<file path="src/logic/xt_pkg.sv">
// Shared types and address map of the XT peripheral block.
// Every module imports this package for the bus record, the chip selects
// and the decoder constants.

package xt_pkg;

    // bus widths
    localparam int ADDR_W = 20;
    localparam int DATA_W = 8;

    // one CPU bus cycle, ISA-style strobes, all active low
    typedef struct packed {
        logic [ADDR_W-1:0] address;
        logic [DATA_W-1:0] data;
        logic              io_read_n;
        logic              io_write_n;
        logic              memory_read_n;
        logic              memory_write_n;
        logic              address_enable_n;
    } bus_req_t;

    // I/O view, 10-bit port field split into slot and offset
    typedef struct packed {
        logic [9:0] upper;
        logic [1:0] port_hi;
        logic [2:0] slot;
        logic [4:0] offset;
    } io_addr_t;

    // memory view, 64 KB banks split in two 32 KB halves
    typedef struct packed {
        logic [3:0]  bank;
        logic        half;
        logic [14:0] offset;
    } mem_addr_t;

    typedef union packed {
        io_addr_t  io;
        mem_addr_t mem;
    } bus_addr_u;

    // all decoded selects, active high
    typedef struct packed {
        logic dma;
        logic pic;
        logic pit;
        logic page;
        logic uart;
        logic opl;
        logic tandy;
        logic ppi;
        logic ram;
        logic vram;
        logic rom;
    } chip_sel_t;

    // selects for the chips that sit outside this block
    typedef struct packed {
        logic dma;
        logic pic;
        logic pit;
        logic page;
        logic uart;
        logic opl;
        logic tandy;
    } ext_sel_t;

    // I/O bases of the chips outside the slot map
    localparam logic [9:0] UART_BASE  = 10'h3F8;
    localparam logic [9:0] OPL_BASE   = 10'h388;
    localparam logic [9:0] TANDY_BASE = 10'h0C0;

    // memory regions, matched on the upper address bits
    localparam logic [3:0] ROM_BANK     = 4'hF;
    localparam logic [5:0] VRAM_BANK_HI = 6'b1011_10;

    // port B bit that acknowledges the keyboard
    localparam int CLEAR_BIT = 7;

endpackage

</file>
<file path="src/logic/io_decode.sv">
// Address decoder for the XT bus.
// Turns the current bus address into I/O slot, chip and memory selects.
// All selects are combinational and need address enable low.

module io_decode #(
    parameter int RAM_AW = 15
) (
    input  xt_pkg::bus_req_t  bus_i,
    input  logic              enable_cga_i,
    output xt_pkg::chip_sel_t sel_o
);
    import xt_pkg::*;

    bus_addr_u   addr;
    logic [9:0]  port;
    logic [5:0]  vram_hi;
    logic [19:0] mem_word;

    assign addr = bus_i.address;

    // 10-bit ISA port number
    assign port = {addr.io.port_hi, addr.io.slot, addr.io.offset};

    // upper bits of the memory view for the region compares
    assign vram_hi  = {addr.mem.bank, addr.mem.half, addr.mem.offset[14]};
    assign mem_word = {addr.mem.bank, addr.mem.half, addr.mem.offset};

    always_comb begin
        sel_o = '0;

        if (!bus_i.address_enable_n) begin
            // motherboard slots, 32 ports each below 100h
            if (addr.io.port_hi == 2'b00) begin
                case (addr.io.slot)
                    3'd0: sel_o.dma  = 1'b1;
                    3'd1: sel_o.pic  = 1'b1;
                    3'd2: sel_o.pit  = 1'b1;
                    3'd3: sel_o.ppi  = 1'b1;
                    3'd4: sel_o.page = 1'b1;
                    default: begin
                        // slots 5 to 7 are not used on this board
                    end
                endcase
            end

            // 3F8h to 3FFh
            sel_o.uart  = (port[9:3] == UART_BASE[9:3]);
            // 388h and 389h
            sel_o.opl   = (port[9:1] == OPL_BASE[9:1]);
            // C0h to C7h
            sel_o.tandy = (port[9:3] == TANDY_BASE[9:3]);

            // system RAM from address zero
            sel_o.ram  = ((mem_word >> RAM_AW) == '0);
            // colour text buffer, only with the CGA enabled
            sel_o.vram = enable_cga_i && (vram_hi == VRAM_BANK_HI);
            // BIOS in the top 64 KB
            sel_o.rom  = (addr.mem.bank == ROM_BANK);
        end
    end

endmodule

</file>
<file path="config.mk">
export PLATFORM = sky130hd
export DESIGN_NAME = io_decode
export DESIGN_NICKNAME = d
export VERILOG_FILES = /design/src/logic/xt_pkg.sv /design/src/logic/io_decode.sv
export SDC_FILE = /design/constraint.sdc
export NUM_CORES = 1
export LEC_CHECK = 0
export BUFFER_PORTS_ARGS = -buffer_cell sky130_fd_sc_hd__buf_2
export CORE_AREA = 5 5 42 44
export DETAILED_ROUTE_END_ITERATION = 10
export DIE_AREA = 0 0 47 49
export GPL_TIMING_DRIVEN = 0
export PLACE_DENSITY = 0.58
export SLEW_MARGIN = 20
export SYNTH_ARGS = -nofsm -noshare
export SYNTH_HDL_FRONTEND = slang
export SYNTH_SLANG_ARGS = --single-unit
</file>
<file path="constraint.sdc">
create_clock -name vclk -period 1
set_input_delay 0.15 -clock vclk [all_inputs]
set_output_delay 0.15 -clock vclk [all_outputs]
set_load 0.02 [all_outputs]
</file>
==> impl_results.md <==
- Status: finished, violations left
- Failing checks: setup timing
- Total of warnings raised by yosys: 0
- Number of failing setup endpoints in the final timing report: 9
- Leading cell types by total area after synthesis: sky130_fd_sc_hd__nand3b_1 9.6%, sky130_fd_sc_hd__nor2_1 9.6%, sky130_fd_sc_hd__nor3b_1 9.6%
- Distinct cells, synth: 16
- Unrepaired setup endpoints after global routing: yes
- Met2 usage in global routing: 0.118
- Largest net degree at the start of global routing: 9
- Number of nets in the finished design: 91
- Boundary Pins: 45
- Share of the cycle needed by the critical path after routing: 1.21
- Gate count of the mapped netlist: 23
- Core Rows: 14
- Sequential cell area: 0 um^2
- Half-perimeter wire length of the detailed placement result: 642 um
- Count of antenna-violating nets left after detailed routing: 0
- Starting density of the core: 0.112
- Maximum capacitance violations: 0
- Global placer's final weighted congestion: 0.706
- Post-synthesis sequential area ratio: 0
- Pin slew with the least headroom to its limit: 0.216 ns
- Final wirelength: 856 um
- Area enclosed by the die boundary: 2300 um^2
- Die width: 47 um
- Upper clock frequency limit: 826 MHz
- Post-synthesis instance area: 156 um^2
- Leading cell type in the layout, fill and taps excluded: sky130_fd_sc_hd__buf_6
- Syn-to-layout area delta: 248%
- Fraction of layout instances using a drive strength above 1: 0.836
- Power density normalized to cell area: 268 nW/um^2
- Hold crit path type: in -> out
- Max-slew violations: 0
- CTS hold repair buffers: 0
- Antenna violations before repair: 0
- CP Launch Point: bus_i[22]
- Global-route wire length before repair: 1.12 mm
- Count of flip-flops and latches: 0
- Total via count in the routed design: 320
- Number of diodes: 0
- Global-route met1 utilization: 0.0722
- Largest area contributor in the synthesized netlist: sky130_fd_sc_hd__nand3b_1
- Avg Cell Area, Syn: 6.80 um^2
- Post-placement setup slack: -0.355 ns
- Maximum resistive drop on vdd: 0.0919 mV
- First-iteration detailed-routing DRC count: 1
- Proportion of netlist area held by the largest area contributor: 0.0960
- Launching element type of the critical path: input pin
- Global-route track usage on met3: 0.00369
- Setup TNS: -1.18 ns
- Post-synthesis net count: 57
- WS Path Type: in -> out
- Residual overflow from global routing: 0
- Shortest clock period the worst path allows after layout: 1.21 ns
- Drt wl/cell: 12.1 um
- Aggregate global-route resource usage: 0.0605
- Via count of the first global-routing pass: 286
- Worst endpoint data arrival time: 1.06 ns
- Worst setup path endpoint: sel_o[9]
- Core region area: 1400 um^2
- Hold_ws: 0.558 ns
- Busiest grt layer: met2
- Maximum net fanout on the critical path: 4
- Endpoint kind of the worst setup timing path: output port
- Number of port buffers: 28
- DRC errors left: 0
- Max transition margin: 0.856
- # clk buffers: 0
- Per-cell via count in the routed design: 4.51
- Required @ worst endpoint: 0.85 ns
- Crit path setup slack, layout: -0.210 ns
- First-pass detailed-route iteration total: 2
- Floorplan die height: 49 um
- Leakage: 0.000242 uW
- Final Hold Fails: 0
- Commonest cells after routing, fill and taps aside: 12 x sky130_fd_sc_hd__buf_6, 11 x sky130_fd_sc_hd__buf_2, 7 x sky130_fd_sc_hd__buf_4
layer usage:
metal,vias to the layer above,share of wire
met5,-,0
met4,0,0
met3,0,0.12
met2,18,0.53
met1,145,0.35
li1,157,-
synthesized netlist by cell type:
library cell / instances
sky130_fd_sc_hd__nor2_1: 4
sky130_fd_sc_hd__or4_1: 1
sky130_fd_sc_hd__nand3_1: 1
sky130_fd_sc_hd__nand4_1: 1
sky130_fd_sc_hd__inv_1: 1
sky130_fd_sc_hd__or3_1: 2
sky130_fd_sc_hd__nor4_1: 1
sky130_fd_sc_hd__nand3b_1: 2
sky130_fd_sc_hd__nor4b_1: 1
sky130_fd_sc_hd__nor2b_1: 1
sky130_fd_sc_hd__nor3_1: 2
sky130_fd_sc_hd__or3_4: 1
sky130_fd_sc_hd__nor3b_1: 2
sky130_fd_sc_hd__nor4b_2: 1
sky130_fd_sc_hd__nor3_2: 1
sky130_fd_sc_hd__and4_1: 1
cells by family after synthesis:
group	share of synthesized area
buffers and inverters	0.0240
AND/OR/NAND/NOR	0.976
power breakdown:
group | total, uW | switching (uW) | internal, uW
combinational | 146 | 61.6 | 84.4
clock | 0 | 0 | 0
sequential | 0 | 0 | 0
total | 146 | 61.6 | 84.4
per-stage QoR:
stage	cell area, um^2	total power, uW	std cells	utilization
floorplan	206	34.2	23	-
global placement	367	91.7	67	0.262
detailed placement	367	92.9	67	0.262
CTS	493	133	69	0.352
global route	544	155	71	0.388
finish	544	146	71	0.388
worst max-delay path, cell delays in order:
cell,delay (ns)
sky130_fd_sc_hd__buf_6,0.10
sky130_fd_sc_hd__or3_4,0.42
sky130_fd_sc_hd__nor4b_4,0.21
sky130_fd_sc_hd__buf_4,0.18
how the worst min path moves through the flow:
| stage | start | to | slack (ns) | depth (start not counted) |
|---|---|---|---|---|
| 2_1_floorplan | bus_i[29] | sel_o[2] | 0.33 | 1 |
| 3_3_place_gp | bus_i[31] | sel_o[1] | 0.59 | 3 |
| 3_5_place_dp | bus_i[31] | sel_o[1] | 0.60 | 3 |
| 4_1_cts | bus_i[31] | sel_o[1] | 0.56 | 3 |
| 5_1_grt | bus_i[31] | sel_o[1] | 0.57 | 3 |
| 6_report | bus_i[31] | sel_o[1] | 0.56 | 3 |
final cells by class:
cell class	count	area [um^2]
fillers	151	857
inverters	1	3.75
multi-input cells	22	248
well taps	16	20.0
repair buffers	32	273
repair_timing:
item	4_1_cts	5_1_grt
setup buffers	2	2
pin swaps	10	4
gates resized for setup	29	9
endpoints found under the setup margin	8	9
Power figures use the tool's default switching activity.
