<file path="src/logic/xt_pkg.sv">
// Shared types and address map of the XT peripheral block.
// Every module imports this package for the bus record, the chip selects
// and the decoder constants.

package xt_pkg;

    // bus widths
    localparam int ADDR_W = 20;
    localparam int DATA_W = 8;

    // one CPU bus cycle, ISA-style strobes, all active low
    typedef struct packed {
        logic [ADDR_W-1:0] address;
        logic [DATA_W-1:0] data;
        logic              io_read_n;
        logic              io_write_n;
        logic              memory_read_n;
        logic              memory_write_n;
        logic              address_enable_n;
    } bus_req_t;

    // I/O view, 10-bit port field split into slot and offset
    typedef struct packed {
        logic [9:0] upper;
        logic [1:0] port_hi;
        logic [2:0] slot;
        logic [4:0] offset;
    } io_addr_t;

    // memory view, 64 KB banks split in two 32 KB halves
    typedef struct packed {
        logic [3:0]  bank;
        logic        half;
        logic [14:0] offset;
    } mem_addr_t;

    typedef union packed {
        io_addr_t  io;
        mem_addr_t mem;
    } bus_addr_u;

    // all decoded selects, active high
    typedef struct packed {
        logic dma;
        logic pic;
        logic pit;
        logic page;
        logic uart;
        logic opl;
        logic tandy;
        logic ppi;
        logic ram;
        logic vram;
        logic rom;
    } chip_sel_t;

    // selects for the chips that sit outside this block
    typedef struct packed {
        logic dma;
        logic pic;
        logic pit;
        logic page;
        logic uart;
        logic opl;
        logic tandy;
    } ext_sel_t;

    // I/O bases of the chips outside the slot map
    localparam logic [9:0] UART_BASE  = 10'h3F8;
    localparam logic [9:0] OPL_BASE   = 10'h388;
    localparam logic [9:0] TANDY_BASE = 10'h0C0;

    // memory regions, matched on the upper address bits
    localparam logic [3:0] ROM_BANK     = 4'hF;
    localparam logic [5:0] VRAM_BANK_HI = 6'b1011_10;

    // port B bit that acknowledges the keyboard
    localparam int CLEAR_BIT = 7;

endpackage

</file>
<file path="src/logic/read_mux.sv">
// Read data selection onto the chipset data bus.
// Fixed priority over the internal sources; anything else leaves the bus
// undriven with the chipset flag low.

module read_mux (
    input  xt_pkg::chip_sel_t         sel_i,
    input  xt_pkg::bus_req_t          bus_i,
    input  logic                      rom_busy_i,
    input  logic [xt_pkg::DATA_W-1:0] ppi_data_i,
    input  logic [xt_pkg::DATA_W-1:0] vram_data_i,
    input  logic [xt_pkg::DATA_W-1:0] rom_data_i,
    input  logic [xt_pkg::DATA_W-1:0] ram_data_i,
    output logic [xt_pkg::DATA_W-1:0] data_o,
    output logic                      from_chipset_o
);
    import xt_pkg::*;

    logic io_rd;
    logic mem_rd;

    assign io_rd  = !bus_i.io_read_n;
    assign mem_rd = !bus_i.memory_read_n;

    always_comb begin
        data_o         = {DATA_W{1'b0}};
        from_chipset_o = 1'b0;

        if (sel_i.ppi && io_rd) begin
            data_o         = ppi_data_i;
            from_chipset_o = 1'b1;
        end else if (sel_i.vram && mem_rd) begin
            data_o         = vram_data_i;
            from_chipset_o = 1'b1;
        end else if (sel_i.rom && mem_rd && !rom_busy_i) begin
            // ROM stays off the bus during a download
            data_o         = rom_data_i;
            from_chipset_o = 1'b1;
        end else if (sel_i.ram && mem_rd) begin
            data_o         = ram_data_i;
            from_chipset_o = 1'b1;
        end
    end

endmodule

</file>
<file path="config.mk">
export PLATFORM = sky130hd
export DESIGN_NAME = read_mux
export DESIGN_NICKNAME = d
export VERILOG_FILES = /design/src/logic/xt_pkg.sv /design/src/logic/read_mux.sv
export SDC_FILE = /design/constraint.sdc
export NUM_CORES = 1
export LEC_CHECK = 0
export ABC_AREA = 1
export BUFFER_PORTS_ARGS = -buffer_cell sky130_fd_sc_hd__clkbuf_2
export CELL_PAD_IN_SITES_DETAIL_PLACEMENT = 1
export CELL_PAD_IN_SITES_GLOBAL_PLACEMENT = 2
export CORE_ASPECT_RATIO = 0.6
export CORE_UTILIZATION = 10
export DETAILED_ROUTE_END_ITERATION = 8
export PLACE_DENSITY_LB_ADDON = 0.1
export SETUP_SLACK_MARGIN = 0.15
export SLEW_MARGIN = 20
export SYNTH_ARGS = -nofsm -noshare
export SYNTH_HDL_FRONTEND = slang
export SYNTH_SLANG_ARGS = --single-unit
</file>
<file path="constraint.sdc">
create_clock -name vclk -period 1.3
set_clock_uncertainty 0.15 [all_clocks]
set_input_delay 0.195 -clock vclk [all_inputs]
set_output_delay 0.195 -clock vclk [all_outputs]
set_load 0.02 [all_outputs]
</file>
==> flow_summary.toml, run 1 <==
[finish]
final_common_cell = "clkbuf_2"
register_area_um2 = 0
final_cell_mix = "34 x clkbuf_2, 13 x nand2_1, 12 x nand2_2, 12 x nand3_1, 11 x buf_6"
post-route-util_pct = 27.61
clock_buffers = 0
diodes = 0
nNetsFinal = 216
drive_gt1_share_pct = 69.34
seq_cells = 0
area_delta_synth_final_pct = 161.9
fill_cells = 462
multi_input_area_um2 = 437.9

[die]
dieWidth_um = 82.40
die_area_um2 = 4140
floorplan.rows = 17
start_util_pct = 10.54
coreArea_um2 = 3680
ioPinCount = 86
die_h_um = 50.24

[timing]
fmax_mhz = 768.5
worst_slack_ns = -0.001222
finalCriticalPeriod_ns = 1.301
fin_crit_sh_pct = 100.1
worst_slew_pin_slew_ns = 0.1542
rsz0062_at_grt = "true"
final_max_slew_viol_count = 0
finalHoldViolations = 0
finalSetupViolCount = 2
finalSetupTns_ns = -0.001831
slew_headroom_pct = 89.72

[worst_hold_path]
holdCritPathClass = "primary input to output port"

[worst_setup_path]
endpoint_kind = "output port"
critPathKind = "primary input to output port"
arrival_ns = 0.96
cp_max_fo = 5
required_ns = 0.95
crit_path_start_kind = "primary input"

[detailed_routing]
finalWirelength_um = 2233
first_pass_iters = 3
viasPerCell = 4.217
ant_nets = 0
first_iter_violations = 12
vias = 776
routedWlPerCell_um = 12.14
drc_errors = 0

[clock_network]
cts_setup_buffers = 0

[pwr]
power.density_nw_per_um2 = 389.5
power_frac_seq_pct = 0
irDropWorstVdd_mv = 0.1028
switching_share_pct = 49.04
comb_power_share_pct = 100.0
power.net_switching_w = 0.0001941
power_leakage_nw = 0.5405
intPower_w = 0.0002017
pwr-share-clk_pct = 0

[placed_design]
detailedPlacementHpwl_um = 1715
gp_congestion = 0.6170
portBuffers = 48

[synth]
syn_area_um2 = 387.9
synth_cell_types = 16
synth-seq-area-share_pct = 0
yosys.area.top_type_share_pct = 23.23
syn_area_per_cell_um2 = 4.910
synth.net_count = 156
synth.area.top_cells = "nand2_1 23%, nand3_1 21%, nand4_1 13%"
ys_warn_count = 0
yosysTopAreaCell = "nand2_1"
synthCells = 79

[global_route]
grt_use_total_pct = 10.89
grt_overflow = 0
grt_pass1_vias = 725
grt_pass1_wl_um = 3498
grt_max_degree = 10
antenna_found_initial = 0

[outcome]
failed_checks = "negative setup slack"
outcome = "finished, violations left"

[flow_run]
drv_cap = 0
==> what timing repair did <==
| action | CTS | global route |
|---|---|---|
| endpoints found under the setup margin | 9 | 9 |
| pin swaps | 6 | 16 |
| hold buffers | 0 | 0 |
| gates cloned | 3 | 0 |
| gates resized for setup | 28 | 37 |
| endpoints found under the hold margin | 0 | 0 |
==> cells by family after synthesis <==
logic type,Yosys count,share of synthesized area [%]
AO/OA/AOI/OAI,9,12.58
buffers and inverters,16,20.32
AND/OR/NAND/NOR,54,67.10
==> metrics by stage <==
stage	worst slack [ns]	hold slack [ns]	instances	instance area, um2	power (W)
finish	-0.001222	0.5281	184	1016	0.0003957
global route	-0.06843	0.5494	184	1016	0.0004320
detailed placement	-0.2404	0.5688	181	778.2	0.0002868
CTS	-0.06217	0.5614	184	909.6	0.0003532
floorplan	0.1358	0.3235	79	419.2	0.0001516
global placement	-0.2099	0.5616	181	778.2	0.0002840
==> layer usage <==
layer	routed length, um	GRT usage, %	up-vias
li1	-	-	386
met5	0	0	-
met4	0	0	0
met3	163	1.091	0
met1	999	15.48	365
met2	1069	18.60	25
==> cells in the mapped netlist <==
cell	number
clkbuf_2	1
o21ai_0	7
nor2_1	1
inv_4	1
nand4_1	8
inv_2	2
o21ai_1	1
nor2_2	1
inv_1	10
nand2_1	24
or2_1	1
nand2_2	2
o21ai_2	1
buf_6	2
nand3_1	16
nand2_4	1
==> area by class of cell <==
| cell class | count | area share [%] |
|---|---|---|
| inverters | 13 | 6.527 |
| multi-input cells | 66 | 43.10 |
| well taps | 47 | 5.788 |
| repair buffers | 58 | 44.58 |
==> worst max-delay path, stage by stage <==
cell     delay [ns]
buf_6          0.09
or2_4          0.30
o21ai_2        0.07
inv_1          0.06
nand2_2        0.06
nand2_2        0.05
buf_8          0.12
==> path summary, 6_finish.rpt <==
| check | startpoint | cells after the start | end |
|---|---|---|---|
| hold / removal | ppi_data_i[6] | 4 | data_o[6] |
| setup / recovery | bus_i[4] | 7 | data_o[2] |
==> power groups by stage <==
stage	clock, W	sequential, W	combinational [W]
2_1_floorplan	0	0	0.000152
3_3_place_gp	0	0	0.000284
3_5_place_dp	0	0	0.000287
4_1_cts	0	0	0.000353
5_1_grt	0	0	0.000432
6_report	0	0	0.000396
(Power assumes the default switching activity.)
==> run 2: changes to the inputs <==
--- a/config.mk
+++ b/config.mk
@@ -12,9 +12,8 @@
 export CORE_ASPECT_RATIO = 0.6
 export CORE_UTILIZATION = 10
 export DETAILED_ROUTE_END_ITERATION = 8
-export PLACE_DENSITY_LB_ADDON = 0.1
+export PLACE_DENSITY = 0.95
 export SETUP_SLACK_MARGIN = 0.15
-export SLEW_MARGIN = 20
 export SYNTH_ARGS = -nofsm -noshare
 export SYNTH_HDL_FRONTEND = slang
 export SYNTH_SLANG_ARGS = --single-unit
==> run 2 against run 1 <==
Against the previous run:
- the flow still finishes with violations (negative setup slack)
- combinational power increased by 4%
- first-iteration DRC count increased by 17%
- highest routed layer unchanged
- flip-flop and latch count unchanged
==> flow_summary.toml, run 2 (same netlist as run 1, synthesis figures left out) <==
[detailed_routing]
drc_errors = 0
first_pass_iters = 2
wl_met3_um = 105
routedWlPerCell_um = 11.88
viasPerCell = 4.077
first_iter_violations = 14
finalWirelength_um = 2162
top_layer_used = "met3"
met1_length_um = 1015
vias = 742
ant_nets = 0
met2_length_um = 1041

[finish]
clock_buffers = 0
drive_gt1_share_pct = 76.30
final_cell_mix = "34 x clkbuf_2, 16 x nand2_2, 13 x nand3_2"
final_common_cell = "clkbuf_2"
fill_cells = 464
register_area_um2 = 0
seq_cells = 0
nNetsFinal = 214
diodes = 0
area_delta_synth_final_pct = 173.2

[timing]
fin_crit_sh_pct = 101.1
worst_slack_ns = -0.01446
worst_slew_pin_slew_ns = 0.1643
slew_headroom_pct = 89.02
rsz0062_at_grt = "true"
finalSetupViolCount = 3
finalCriticalPeriod_ns = 1.314
finalHoldViolations = 0
fmax_mhz = 760.8
fin_hold_ws_ns = 0.5331
finalSetupTns_ns = -0.03004
final_max_slew_viol_count = 0

[worst_setup_path]
endpoint = "data_o[1]"
crit_path_start_kind = "primary input"
cp-startpoint = "bus_i[4]"
endpoint_kind = "output port"
critPathKind = "primary input to output port"
arrival_ns = 0.97
required_ns = 0.95
cp_max_fo = 5

[die]
die_h_um = 50.24
coreArea_um2 = 3680
die_area_um2 = 4140
floorplan.rows = 17
dieWidth_um = 82.40
ioPinCount = 86
start_util_pct = 10.54

[pwr]
power.density_nw_per_um2 = 388.1
power_frac_seq_pct = 0
intPower_w = 0.0002147
comb_power_share_pct = 100.0
pwr-share-clk_pct = 0
power_leakage_nw = 0.5560
power.net_switching_w = 0.0001966
irDropWorstVdd_mv = 0.1237
switching_share_pct = 47.80

[outcome]
outcome = "finished, violations left"
failed_checks = "negative setup slack"

[placed_design]
detailedPlacementHpwl_um = 1622
gp_congestion = 0.7419
portBuffers = 48

[global_route]
grt_max_degree = 18
grt_use_total_pct = 9.549
grt_pass1_vias = 688
grt_pass1_wl_um = 3056
antenna_found_initial = 0
grt_overflow = 0

[flow_run]
drv_cap = 0

[worst_hold_path]
holdCritPathClass = "primary input to output port"

[clock_network]
cts_hold_buffers = 0
## run 2: changes by cell type in the layout (fill, tap and decap cells not counted), sizes merged
cell	previous run	this run
clkbuf	36	35
nand2	29	27
buf	22	23
## run 2: worst min path at each step
| stage | cells past startpoint | slack [ns] | end | start |
|---|---|---|---|---|
| after global placement | 4 | 0.56 | data_o[2] | ppi_data_i[2] |
| after CTS | 4 | 0.56 | data_o[4] | ppi_data_i[4] |
| final | 4 | 0.53 | data_o[2] | ppi_data_i[2] |
| after floorplan | 1 | 0.32 | from_chipset_o | bus_i[2] |
| after detailed placement | 4 | 0.57 | data_o[7] | ppi_data_i[7] |
| after global routing | 4 | 0.55 | data_o[2] | ppi_data_i[2] |
## run 2: per-layer routing
layer / up-vias / track usage (%)
li1: 378 / -
met1: 342 / 13.23
met2: 22 / 16.80
met3: 0 / 0.9091
met4: 0 / 0
met5: - / 0
## run 2: layout make-up
| class | count | area, um2 | share of cell area [%] |
|---|---|---|---|
| repair buffers | 58 | 475.5 | 44.86 |
| inverters | 13 | 61.31 | 5.785 |
| well taps | 47 | 58.81 | 5.549 |
| multi-input cells | 64 | 464.2 | 43.80 |
## run 2: critical path, stage by stage
cell and delay, ns:
buf_6 0.09, or2_4 0.28, o21ai_1 0.09, inv_1 0.06
nand2_2 0.07, nand2_2 0.06, buf_8 0.12
## run 2: power by group through the flow
stage               Combinational (W)  Clock [W]  Sequential (W)
floorplan                    0.000152          0               0
global placement             0.000274          0               0
detailed placement           0.000277          0               0
CTS                          0.000350          0               0
global route                 0.000446          0               0
finish                       0.000411          0               0
## run 2: stage by stage
stage                     util [%]  instances  worst slack [ns]   power, W  instance area (um2)
final                        28.80        182          -0.01446  0.0004113                 1060
after global routing         28.80        182          -0.06440  0.0004456                 1060
after CTS                    24.48        180          -0.04590  0.0003498                900.9
after detailed placement     20.74        179           -0.2089  0.0002769                763.2
after global placement       20.74        179           -0.2011  0.0002737                763.2
after floorplan                  -         79            0.1358  0.0001516                419.2
## run 2: repair_timing
item | in CTS | in global routing
endpoints found under the setup margin | 9 | 9
pin swaps | 13 | 17
resized for setup | 36 | 39
setup buffers | 0 | 2
cloned | 1 | 0
