## config.mk

```make
export PLATFORM = sky130hd
export DESIGN_NAME = kbd_ports
export DESIGN_NICKNAME = d
export VERILOG_FILES = /design/src/logic/xt_pkg.sv /design/src/logic/kbd_ports.sv
export SDC_FILE = /design/constraint.sdc
export NUM_CORES = 1
export LEC_CHECK = 0
export BUFFER_PORTS_ARGS = -buffer_cell sky130_fd_sc_hd__buf_2
export CAP_MARGIN = 40
export CORE_AREA = 3 3 58 60
export DETAILED_ROUTE_END_ITERATION = 6
export DIE_AREA = 0 0 61 63
export GPL_TIMING_DRIVEN = 1
export PLACE_DENSITY = 0.76
export SYNTH_ARGS = -nofsm -noshare
export SYNTH_HDL_FRONTEND = slang
export SYNTH_SLANG_ARGS = --single-unit
```

## constraint.sdc

```tcl
create_clock -name clock -period 1.67 [get_ports clock]
set_clock_uncertainty 0.2 [all_clocks]
set_input_delay 0.0835 -clock clock [delete_from_list [all_inputs] [get_ports clock]]
set_output_delay 0.0835 -clock clock [all_outputs]
set_load 0.01 [all_outputs]
```

## src/logic/xt_pkg.sv

```systemverilog
// Shared types and address map of the XT peripheral block.
// Every module imports this package for the bus record, the chip selects
// and the decoder constants.

package xt_pkg;

    // bus widths
    localparam int ADDR_W = 20;
    localparam int DATA_W = 8;

    // one CPU bus cycle, ISA-style strobes, all active low
    typedef struct packed {
        logic [ADDR_W-1:0] address;
        logic [DATA_W-1:0] data;
        logic              io_read_n;
        logic              io_write_n;
        logic              memory_read_n;
        logic              memory_write_n;
        logic              address_enable_n;
    } bus_req_t;

    // I/O view, 10-bit port field split into slot and offset
    typedef struct packed {
        logic [9:0] upper;
        logic [1:0] port_hi;
        logic [2:0] slot;
        logic [4:0] offset;
    } io_addr_t;

    // memory view, 64 KB banks split in two 32 KB halves
    typedef struct packed {
        logic [3:0]  bank;
        logic        half;
        logic [14:0] offset;
    } mem_addr_t;

    typedef union packed {
        io_addr_t  io;
        mem_addr_t mem;
    } bus_addr_u;

    // all decoded selects, active high
    typedef struct packed {
        logic dma;
        logic pic;
        logic pit;
        logic page;
        logic uart;
        logic opl;
        logic tandy;
        logic ppi;
        logic ram;
        logic vram;
        logic rom;
    } chip_sel_t;

    // selects for the chips that sit outside this block
    typedef struct packed {
        logic dma;
        logic pic;
        logic pit;
        logic page;
        logic uart;
        logic opl;
        logic tandy;
    } ext_sel_t;

    // I/O bases of the chips outside the slot map
    localparam logic [9:0] UART_BASE  = 10'h3F8;
    localparam logic [9:0] OPL_BASE   = 10'h388;
    localparam logic [9:0] TANDY_BASE = 10'h0C0;

    // memory regions, matched on the upper address bits
    localparam logic [3:0] ROM_BANK     = 4'hF;
    localparam logic [5:0] VRAM_BANK_HI = 6'b1011_10;

    // port B bit that acknowledges the keyboard
    localparam int CLEAR_BIT = 7;

endpackage

```

## src/logic/kbd_ports.sv

```systemverilog
// PPI-style keyboard ports at 60h to 7Fh.
// Port A latches the scancode, port B is a control register whose bit 7
// acknowledges the key, and port C returns the input pins.

module kbd_ports (
    input  logic                      clock,
    input  logic                      reset,
    input  logic                      select_i,
    input  xt_pkg::bus_req_t          bus_i,
    input  logic [xt_pkg::DATA_W-1:0] keycode_i,
    input  logic                      keycode_valid_i,
    input  logic [xt_pkg::DATA_W-1:0] port_c_i,
    output logic                      irq_o,
    output logic [xt_pkg::DATA_W-1:0] data_o
);
    import xt_pkg::*;

    logic [DATA_W-1:0] port_a;
    logic [DATA_W-1:0] port_b;
    logic [1:0]        reg_sel;
    logic              write_b;
    logic              read_en;
    logic              clear_key;

    assign reg_sel   = bus_i.address[1:0];
    assign write_b   = select_i && !bus_i.io_write_n && (reg_sel == 2'd1);
    assign read_en   = select_i && !bus_i.io_read_n;
    assign clear_key = write_b && bus_i.data[CLEAR_BIT];

    always_ff @(posedge clock) begin
        if (reset) begin
            port_a <= '0;
            port_b <= '0;
            irq_o  <= 1'b0;
        end else begin
            if (write_b) begin
                port_b <= bus_i.data;
            end

            // a fresh key beats an acknowledge on the same edge
            if (keycode_valid_i) begin
                port_a <= keycode_i;
                irq_o  <= 1'b1;
            end else if (clear_key) begin
                port_a <= '0;
                irq_o  <= 1'b0;
            end
        end
    end

    // registered read, valid one clock after the strobe
    always_ff @(posedge clock) begin
        if (read_en) begin
            case (reg_sel)
                2'd0:    data_o <= port_a;
                2'd1:    data_o <= port_b;
                2'd2:    data_o <= port_c_i;
                // mode register is write-only on a real 8255
                default: data_o <= '1;
            endcase
        end
    end

endmodule

```

==> results of run 1 <==
==> final timing paths <==
kind | cells after the start | to | slack, ps | startpoint
max | 4 | irq_o | 140 | bus_i[12]
min | 3 | port_a[2] | 20 | keycode_valid_i
max reg2reg | 3 | irq_o | 200 | irq_o
min reg2reg | 2 | port_b[1] | 280 | port_b[1]
==> worst min-delay path, cell delays in order <==
cell and delay [ps]:
buf_2 210, nand2_1 90, o221ai_1 100
==> power breakdown <==
group | switching, W | internal [W] | leakage [nW]
clock | 0.000174 | 0.0000895 | 0.0177
combinational | 0.0000871 | 0.000133 | 0.478
sequential | 0.0000143 | 0.000661 | 0.215
==> per-stage QoR <==
step                      std cells  power, W
after floorplan                 114  0.000796
after global placement          178  0.000851
after detailed placement        178  0.000857
after CTS                       210   0.00117
after global routing            210   0.00121
final                           210   0.00116
==> synth_stat cells <==
cell	count	area share
o22a_1	8	0.054
or3b_1	8	0.054
mux2_2	8	0.070
nand2_1	8	0.023
clkbuf_1	4	0.012
buf_4	1	0.0058
nor2b_1	1	0.0049
nor2_1	1	0.0029
and4bb_1	1	0.0097
o221ai_1	8	0.054
or4b_1	8	0.062
mux2i_1	8	0.062
buf_2	2	0.0078
edfxtp_1	8	0.19
dfxtp_1	17	0.26
nand2b_1	17	0.082
a311oi_1	1	0.0068
inv_1	1	0.0029
buf_6	4	0.035
==> sequential cells by signal, summed over array words and instances (netlist names) <==
register,flops
port_a,8
port_b,8
data_o,8
irq_o,1
==> layout make-up <==
cell class / count / area, um2 / share of cell area
Clock buffer: 3 / 22.5 / 0.0127
Inverter: 1 / 3.75 / 0.00211
Timing Repair Buffer: 70 / 495 / 0.279
Sequential cell: 25 / 581 / 0.327
Clock inverter: 1 / 5.00 / 0.00282
Multi-Input combinational cell: 77 / 628 / 0.354
Tap cell: 33 / 41.3 / 0.0232
==> cell usage in the layout, fill, tap and decap left out, drive strengths merged <==
cell type / instances
edfxtp: 8
dlygate4sd3: 28
o22a: 8
and4bb: 1
a311oi: 1
nor2: 1
clkbuf: 3
or3b: 8
o221ai: 8
dfxtp: 17
nand2b: 17
mux2: 8
buf: 42
nor2b: 1
or4b: 8
inv: 1
nand2: 8
clkinv: 1
mux2i: 8
==> metal layers <==
metal | global-route usage | vias up | share of wire
met5 | 0 | - | 0
met4 | 0.0488 | 0 | 0.0043
met3 | 0.0248 | 2 | 0.036
met2 | 0.282 | 22 | 0.56
met1 | 0.190 | 513 | 0.40
li1 | - | 559 | -
==> kinds of logic after synthesis <==
kind of cell           count (synthesis)  share of synthesized area
multiplexers                          16                      0.132
flip-flops                            25                      0.450
AND/OR/NAND/NOR                       44                      0.240
AO/OA/AOI/OAI                         17                      0.115
buffers and inverters                 12                     0.0630
==> repair_timing <==
item                      CTS  global route
hold endpoints to repair   33             0
gates resized for setup     0             0
hold buffers               28             0
==> flow_metrics.py, run 1 <==
metrics = {
    "clock_network": {
        "cts.sinks": 25,
        "clockRootBuffer": "clkbuf_4",
        "htree_levels": 1,
        "cts_buffers": 3,
        "clk_latency_ps": 310,
        "path_clk_slew_ps": 130,
        "cts_tree": "yes",
        "cts_setup_buffers": 0,
        "clockBufferDepth": 2,
    },
    "drt": {
        "first_pass_iters": 4,
        "routedWlPerCell_um": 13.4,
        "num_vias": 1096,
        "drc_errors": 0,
        "ant_nets": 0,
        "vias_per_cell": 5.22,
        "wl_um": 2810,
        "drt_iter0_drc": 26,
    },
    "finish": {
        "nNetsFinal": 231,
        "num-fill-cells": 242,
        "diodes": 0,
        "area_delta_synth_final_pct": 37.7,
        "fin_util": 0.597,
        "drive_gt1_frac": 0.305,
        "stdcell_area_mm2": 0.00178,
    },
    "placed_design": {
        "dp_hpwl_um": 1870,
        "place.gp.congestion": 0.722,
        "dpl_cell_area_mm2": 0.00147,
        "port_buffers": 40,
        "dpl_worst_slack_ps": 351,
    },
    "timing": {
        "totalNegativeSetupSlack_ps": 0,
        "fin_crit_sh": 0.917,
        "setup_viol": 0,
        "rsz0062_at_grt": "false",
        "hold-worst-slack_ps": 21.1,
        "relSlewSlack": 0.659,
        "hold_violations": 0,
        "layout_setup_ws_ps": 139,
        "worstMarginPinSlew_ps": 511,
        "period_minus_slack_ps": 1530,
        "drv_slew": 0,
        "max_freq_mhz": 653,
    },
    "hold_path": {
        "min_path_type": "in -> reg",
    },
    "critical_path": {
        "critical_path.cell_chain": "dlygate4sd3_1, buf_2, a311oi_1, dlygate4sd3_1",
        "crit_top_cell": "dlygate4sd3_1",
        "crit_type": "in -> reg",
        "cpLargestDelayFamily": "buffers and inverters",
        "worstPathArrival_ps": 1600,
        "critPathRequiredTime_ps": 1740,
        "slowest_delay_ps": 570,
        "end_kind": "register",
        "crit_buf_inv": 3,
        "critPathSlowestCell": "dlygate4sd3_1",
        "cp_max_fo": 10,
        "worst_setup_path_start_kind": "primary input",
    },
    "die": {
        "rows": 20,
        "die_height_um": 63,
        "start_util": 0.433,
        "die_area_mm2": 0.00384,
        "die_w_um": 61,
        "io_pins": 62,
        "core_area_mm2": 0.00298,
    },
    "global_route": {
        "grt_antenna_before_repair": 0,
        "gr-total-overflow": 0,
        "grt_pass1_wl_um": 4650,
        "grt_pass1_vias": 1055,
        "grt_max_degree": 42,
        "grt_usage": 0.159,
    },
    "yosys": {
        "syn_nets": 167,
        "seq_area_frac_synth": 0.450,
        "yosysWarnings": 0,
        "synth.distinct_cells": 19,
        "ys_seq_elements": 25,
        "synth_area_mm2": 0.00129,
        "syn_area_per_cell_um2": 11.3,
        "netlist_instances": 114,
    },
    "power": {
        "p_per_area_mw_per_mm2": 652,
        "leakage_nw": 0.711,
        "max-vdd-ir-drop_v": 0.000293,
    },
    "status": {
        "status": "finished, final reports clean",
    },
    "run": {
        "maxCapViolCount": 0,
    },
}
Note: power is estimated with default switching activity, not from simulation.
==> run 2: changes to the inputs <==
--- a/config.mk
+++ b/config.mk
@@ -5,13 +5,14 @@
 export SDC_FILE = /design/constraint.sdc
 export NUM_CORES = 1
 export LEC_CHECK = 0
+export ABC_AREA = 1
 export BUFFER_PORTS_ARGS = -buffer_cell sky130_fd_sc_hd__buf_2
 export CAP_MARGIN = 40
-export CORE_AREA = 3 3 58 60
+export CORE_AREA = 3 3 55 57
 export DETAILED_ROUTE_END_ITERATION = 6
-export DIE_AREA = 0 0 61 63
+export DIE_AREA = 0 0 58 60
 export GPL_TIMING_DRIVEN = 1
-export PLACE_DENSITY = 0.76
+export PLACE_DENSITY = 0.74
 export SYNTH_ARGS = -nofsm -noshare
 export SYNTH_HDL_FRONTEND = slang
 export SYNTH_SLANG_ARGS = --single-unit
==> run 2 against run 1 <==
Net effect:
- first-iteration DRC count fell by 35%
- via count rose by 2.5%
- setup slack got worse by 23 ps
- critical path type unchanged
- count of clock-buffer cells in the layout rose by 1
- critical endpoint is now port_b[5]
- cell count rose by 10%
- sequential cell count did not move
- area after synthesis fell by 19%
==> flow_metrics.py, run 2 <==
metrics = {
    "timing": {
        "max_freq_mhz": 643,
        "period_minus_slack_ps": 1550,
        "setup_viol": 0,
        "drv_slew": 0,
        "worstMarginPinSlew_ps": 308,
        "rsz0062_at_grt": "false",
        "totalNegativeSetupSlack_ps": 0,
        "hold_violations": 0,
        "fin_crit_sh": 0.931,
        "relSlewSlack": 0.795,
    },
    "critical_path": {
        "startpoint": "reset",
        "critPathRequiredTime_ps": 1670,
        "end_kind": "register",
        "rr_startpoint": "port_b[1]",
        "critPathSlowestCell": "dlygate4sd3_1",
        "crit_type": "in -> reg",
        "crit_top_cell": "dlygate4sd3_1",
        "critical_path.cell_chain": "dlygate4sd3_1, buf_2, a21oi_1, dlygate4sd3_1",
        "reg2reg_depth": 3,
        "regToRegSetupSlack_ps": 280,
        "worstReg2RegEnd": "port_b[1]",
        "worstPathArrival_ps": 1560,
        "slowest_delay_ps": 580,
        "crit_end": "port_b[5]",
        "worst_setup_path_start_kind": "primary input",
        "cp_max_fo": 17,
    },
    "clock_network": {
        "cts_buffers": 3,
        "clk_latency_ps": 300,
        "path_clk_slew_ps": 130,
        "clockRootBuffer": "clkbuf_4",
        "clockBufferDepth": 2,
        "cts.sinks": 25,
        "htree_levels": 1,
        "cts_tree": "yes",
        "cts_setup_buffers": 0,
    },
    "placed_design": {
        "port_buffers": 40,
        "placed_cells": 187,
        "dp_hpwl_um": 1740,
        "place.gp.congestion": 0.764,
    },
    "yosys": {
        "yosysTopAreaCell": "dfxtp_1",
        "yosysMostFrequentCell": "nand2_1",
        "synth_edf_count": 8,
        "netlist_instances": 121,
        "synth_top_area_frac": 0.324,
        "synth_area_mm2": 0.00105,
        "syn_area_per_cell_um2": 8.69,
        "synth-async-reset-ratio": 0,
        "seq_area_frac_synth": 0.552,
        "yosys-top-cells-count": "nand2_1, a21oi_1, dfxtp_1",
        "syn_nets": 174,
        "synth.distinct_cells": 18,
        "yosysWarnings": 0,
        "synth_flop_cell": "dfxtp_1",
        "ys_seq_elements": 25,
        "synthTopCellsByArea": "dfxtp_1, edfxtp_1, nand2_1",
    },
    "global_route": {
        "grt_max_degree": 18,
        "grt_pass1_vias": 1139,
        "grt_antenna_before_repair": 0,
        "gr-total-overflow": 0,
        "grt_usage": 0.175,
        "grt_pass1_wl_um": 4740,
    },
    "finish": {
        "fin_cells": 232,
        "mostFrequentLayoutCell": "dlygate4sd3_1",
        "area_delta_synth_final_pct": 62.0,
        "nNetsFinal": 256,
        "layout_common_cells": "dlygate4sd3_1, nand2_1, buf_2, a21oi_1, dfxtp_1",
        "top_regs": "data_o (8), port_a (8), port_b (8)",
        "diodes": 0,
        "drive_gt1_frac": 0.252,
    },
    "drt": {
        "ant_nets": 0,
        "vias_per_cell": 4.84,
        "num_vias": 1123,
        "wl_um": 2840,
        "routedWlPerCell_um": 12.2,
        "drt_iter0_drc": 17,
        "first_pass_iters": 4,
        "drc_errors": 0,
    },
    "die": {
        "io_pins": 62,
        "die_w_um": 58,
        "start_util": 0.417,
        "rows": 18,
        "die_height_um": 60,
        "die_area_mm2": 0.00348,
        "core_area_mm2": 0.00252,
    },
    "power": {
        "swShare": 0.238,
        "p_sw_w": 0.000269,
        "pwr-share-seq": 0.589,
        "pwr-share-comb": 0.180,
        "p_per_area_mw_per_mm2": 664,
        "intPower_w": 0.000862,
        "pwr-share-clk": 0.231,
        "max-vdd-ir-drop_v": 0.000653,
        "leakage_nw": 0.722,
        "power.total_w": 0.00113,
    },
    "hold_path": {
        "min_path_type": "in -> reg",
    },
    "status": {
        "status": "finished, final reports clean",
    },
    "run": {
        "maxCapViolCount": 0,
    },
}
run 2: cell types whose count changed after synthesis, moves of 8 or more:
cell,change
nand3_1,+16
nand2b_1,-17
a21oi_1,+17
mux2_2,-8
mux2i_1,-8
nand2_1,+32
o21ai_0,+8
or4b_1,-8
or3b_1,-8
o22a_1,-8
o221ai_1,-8
run 2: layout make-up:
cell class,instances,area [um2]
clock buffer,4,26.3
inverter,4,20.0
tap,30,37.5
sequential,25,581
fill,207,820
timing repair buffer,82,618
multi-input combinational,87,420
run 2: power by group through the flow:
stage | registers (W) | logic (W) | clock network, W
detailed placement | 0.000680 | 0.000135 | 0
global route | 0.000669 | 0.000225 | 0.000291
finish | 0.000666 | 0.000203 | 0.000262
CTS | 0.000666 | 0.000198 | 0.000267
floorplan | 0.000684 | 0.0000719 | 0
global placement | 0.000679 | 0.000132 | 0
run 2: cells by family (layout without fill, tap and decap cells):
logic type / Yosys count / after routing / share of synthesized area
simple gates: 62 / 62 / 0.281
flops: 25 / 25 / 0.552
compound gates: 25 / 25 / 0.119
buf+inv: 9 / 90 / 0.0476
run 2: what timing repair did:
action | in CTS | in global routing
hold endpoints to repair | 25 | 0
endpoints found under the setup margin | 0 | 0
hold buffers | 41 | 0
resized for setup | 0 | 0
run 2: worst min-delay path by stage:
| stage | cells after the start | endpoint | from | slack, ps |
|---|---|---|---|---|
| 6_report | 3 | irq_o | keycode_valid_i | 10 |
| 3_5_place_dp | 3 | port_b[4] | bus_i[9] | 140 |
| 3_3_place_gp | 3 | port_b[6] | bus_i[11] | 140 |
| 5_1_grt | 3 | data_o[3] | bus_i[4] | 2 |
| 2_1_floorplan | 2 | port_b[0] | bus_i[5] | 30 |
| 4_1_cts | 3 | irq_o | keycode_valid_i | 0.5 |
run 2: stage by stage:
step / hold WS (ps) / utilization / setup WS (ps) / cell area (um2)
floorplan: 26.4 / - / 607 / 1050
CTS: 0.489 / 0.675 / 143 / 1700
global route: 1.71 / 0.675 / 42.3 / 1700
finish: 14.3 / 0.675 / 116 / 1700
global placement: 135 / 0.502 / 483 / 1270
detailed placement: 141 / 0.502 / 458 / 1270
run 2: routing by layer:
layer	wire, um	GRT usage
met3	136	0.0281
met4	32	0.0464
met1	1190	0.205
met2	1480	0.329
met5	0	0
run 2: worst max-delay path: cells and delay by family:
family / cells / cell delay, ps
compound gates: 1 / 80
buf+inv: 3 / 1380
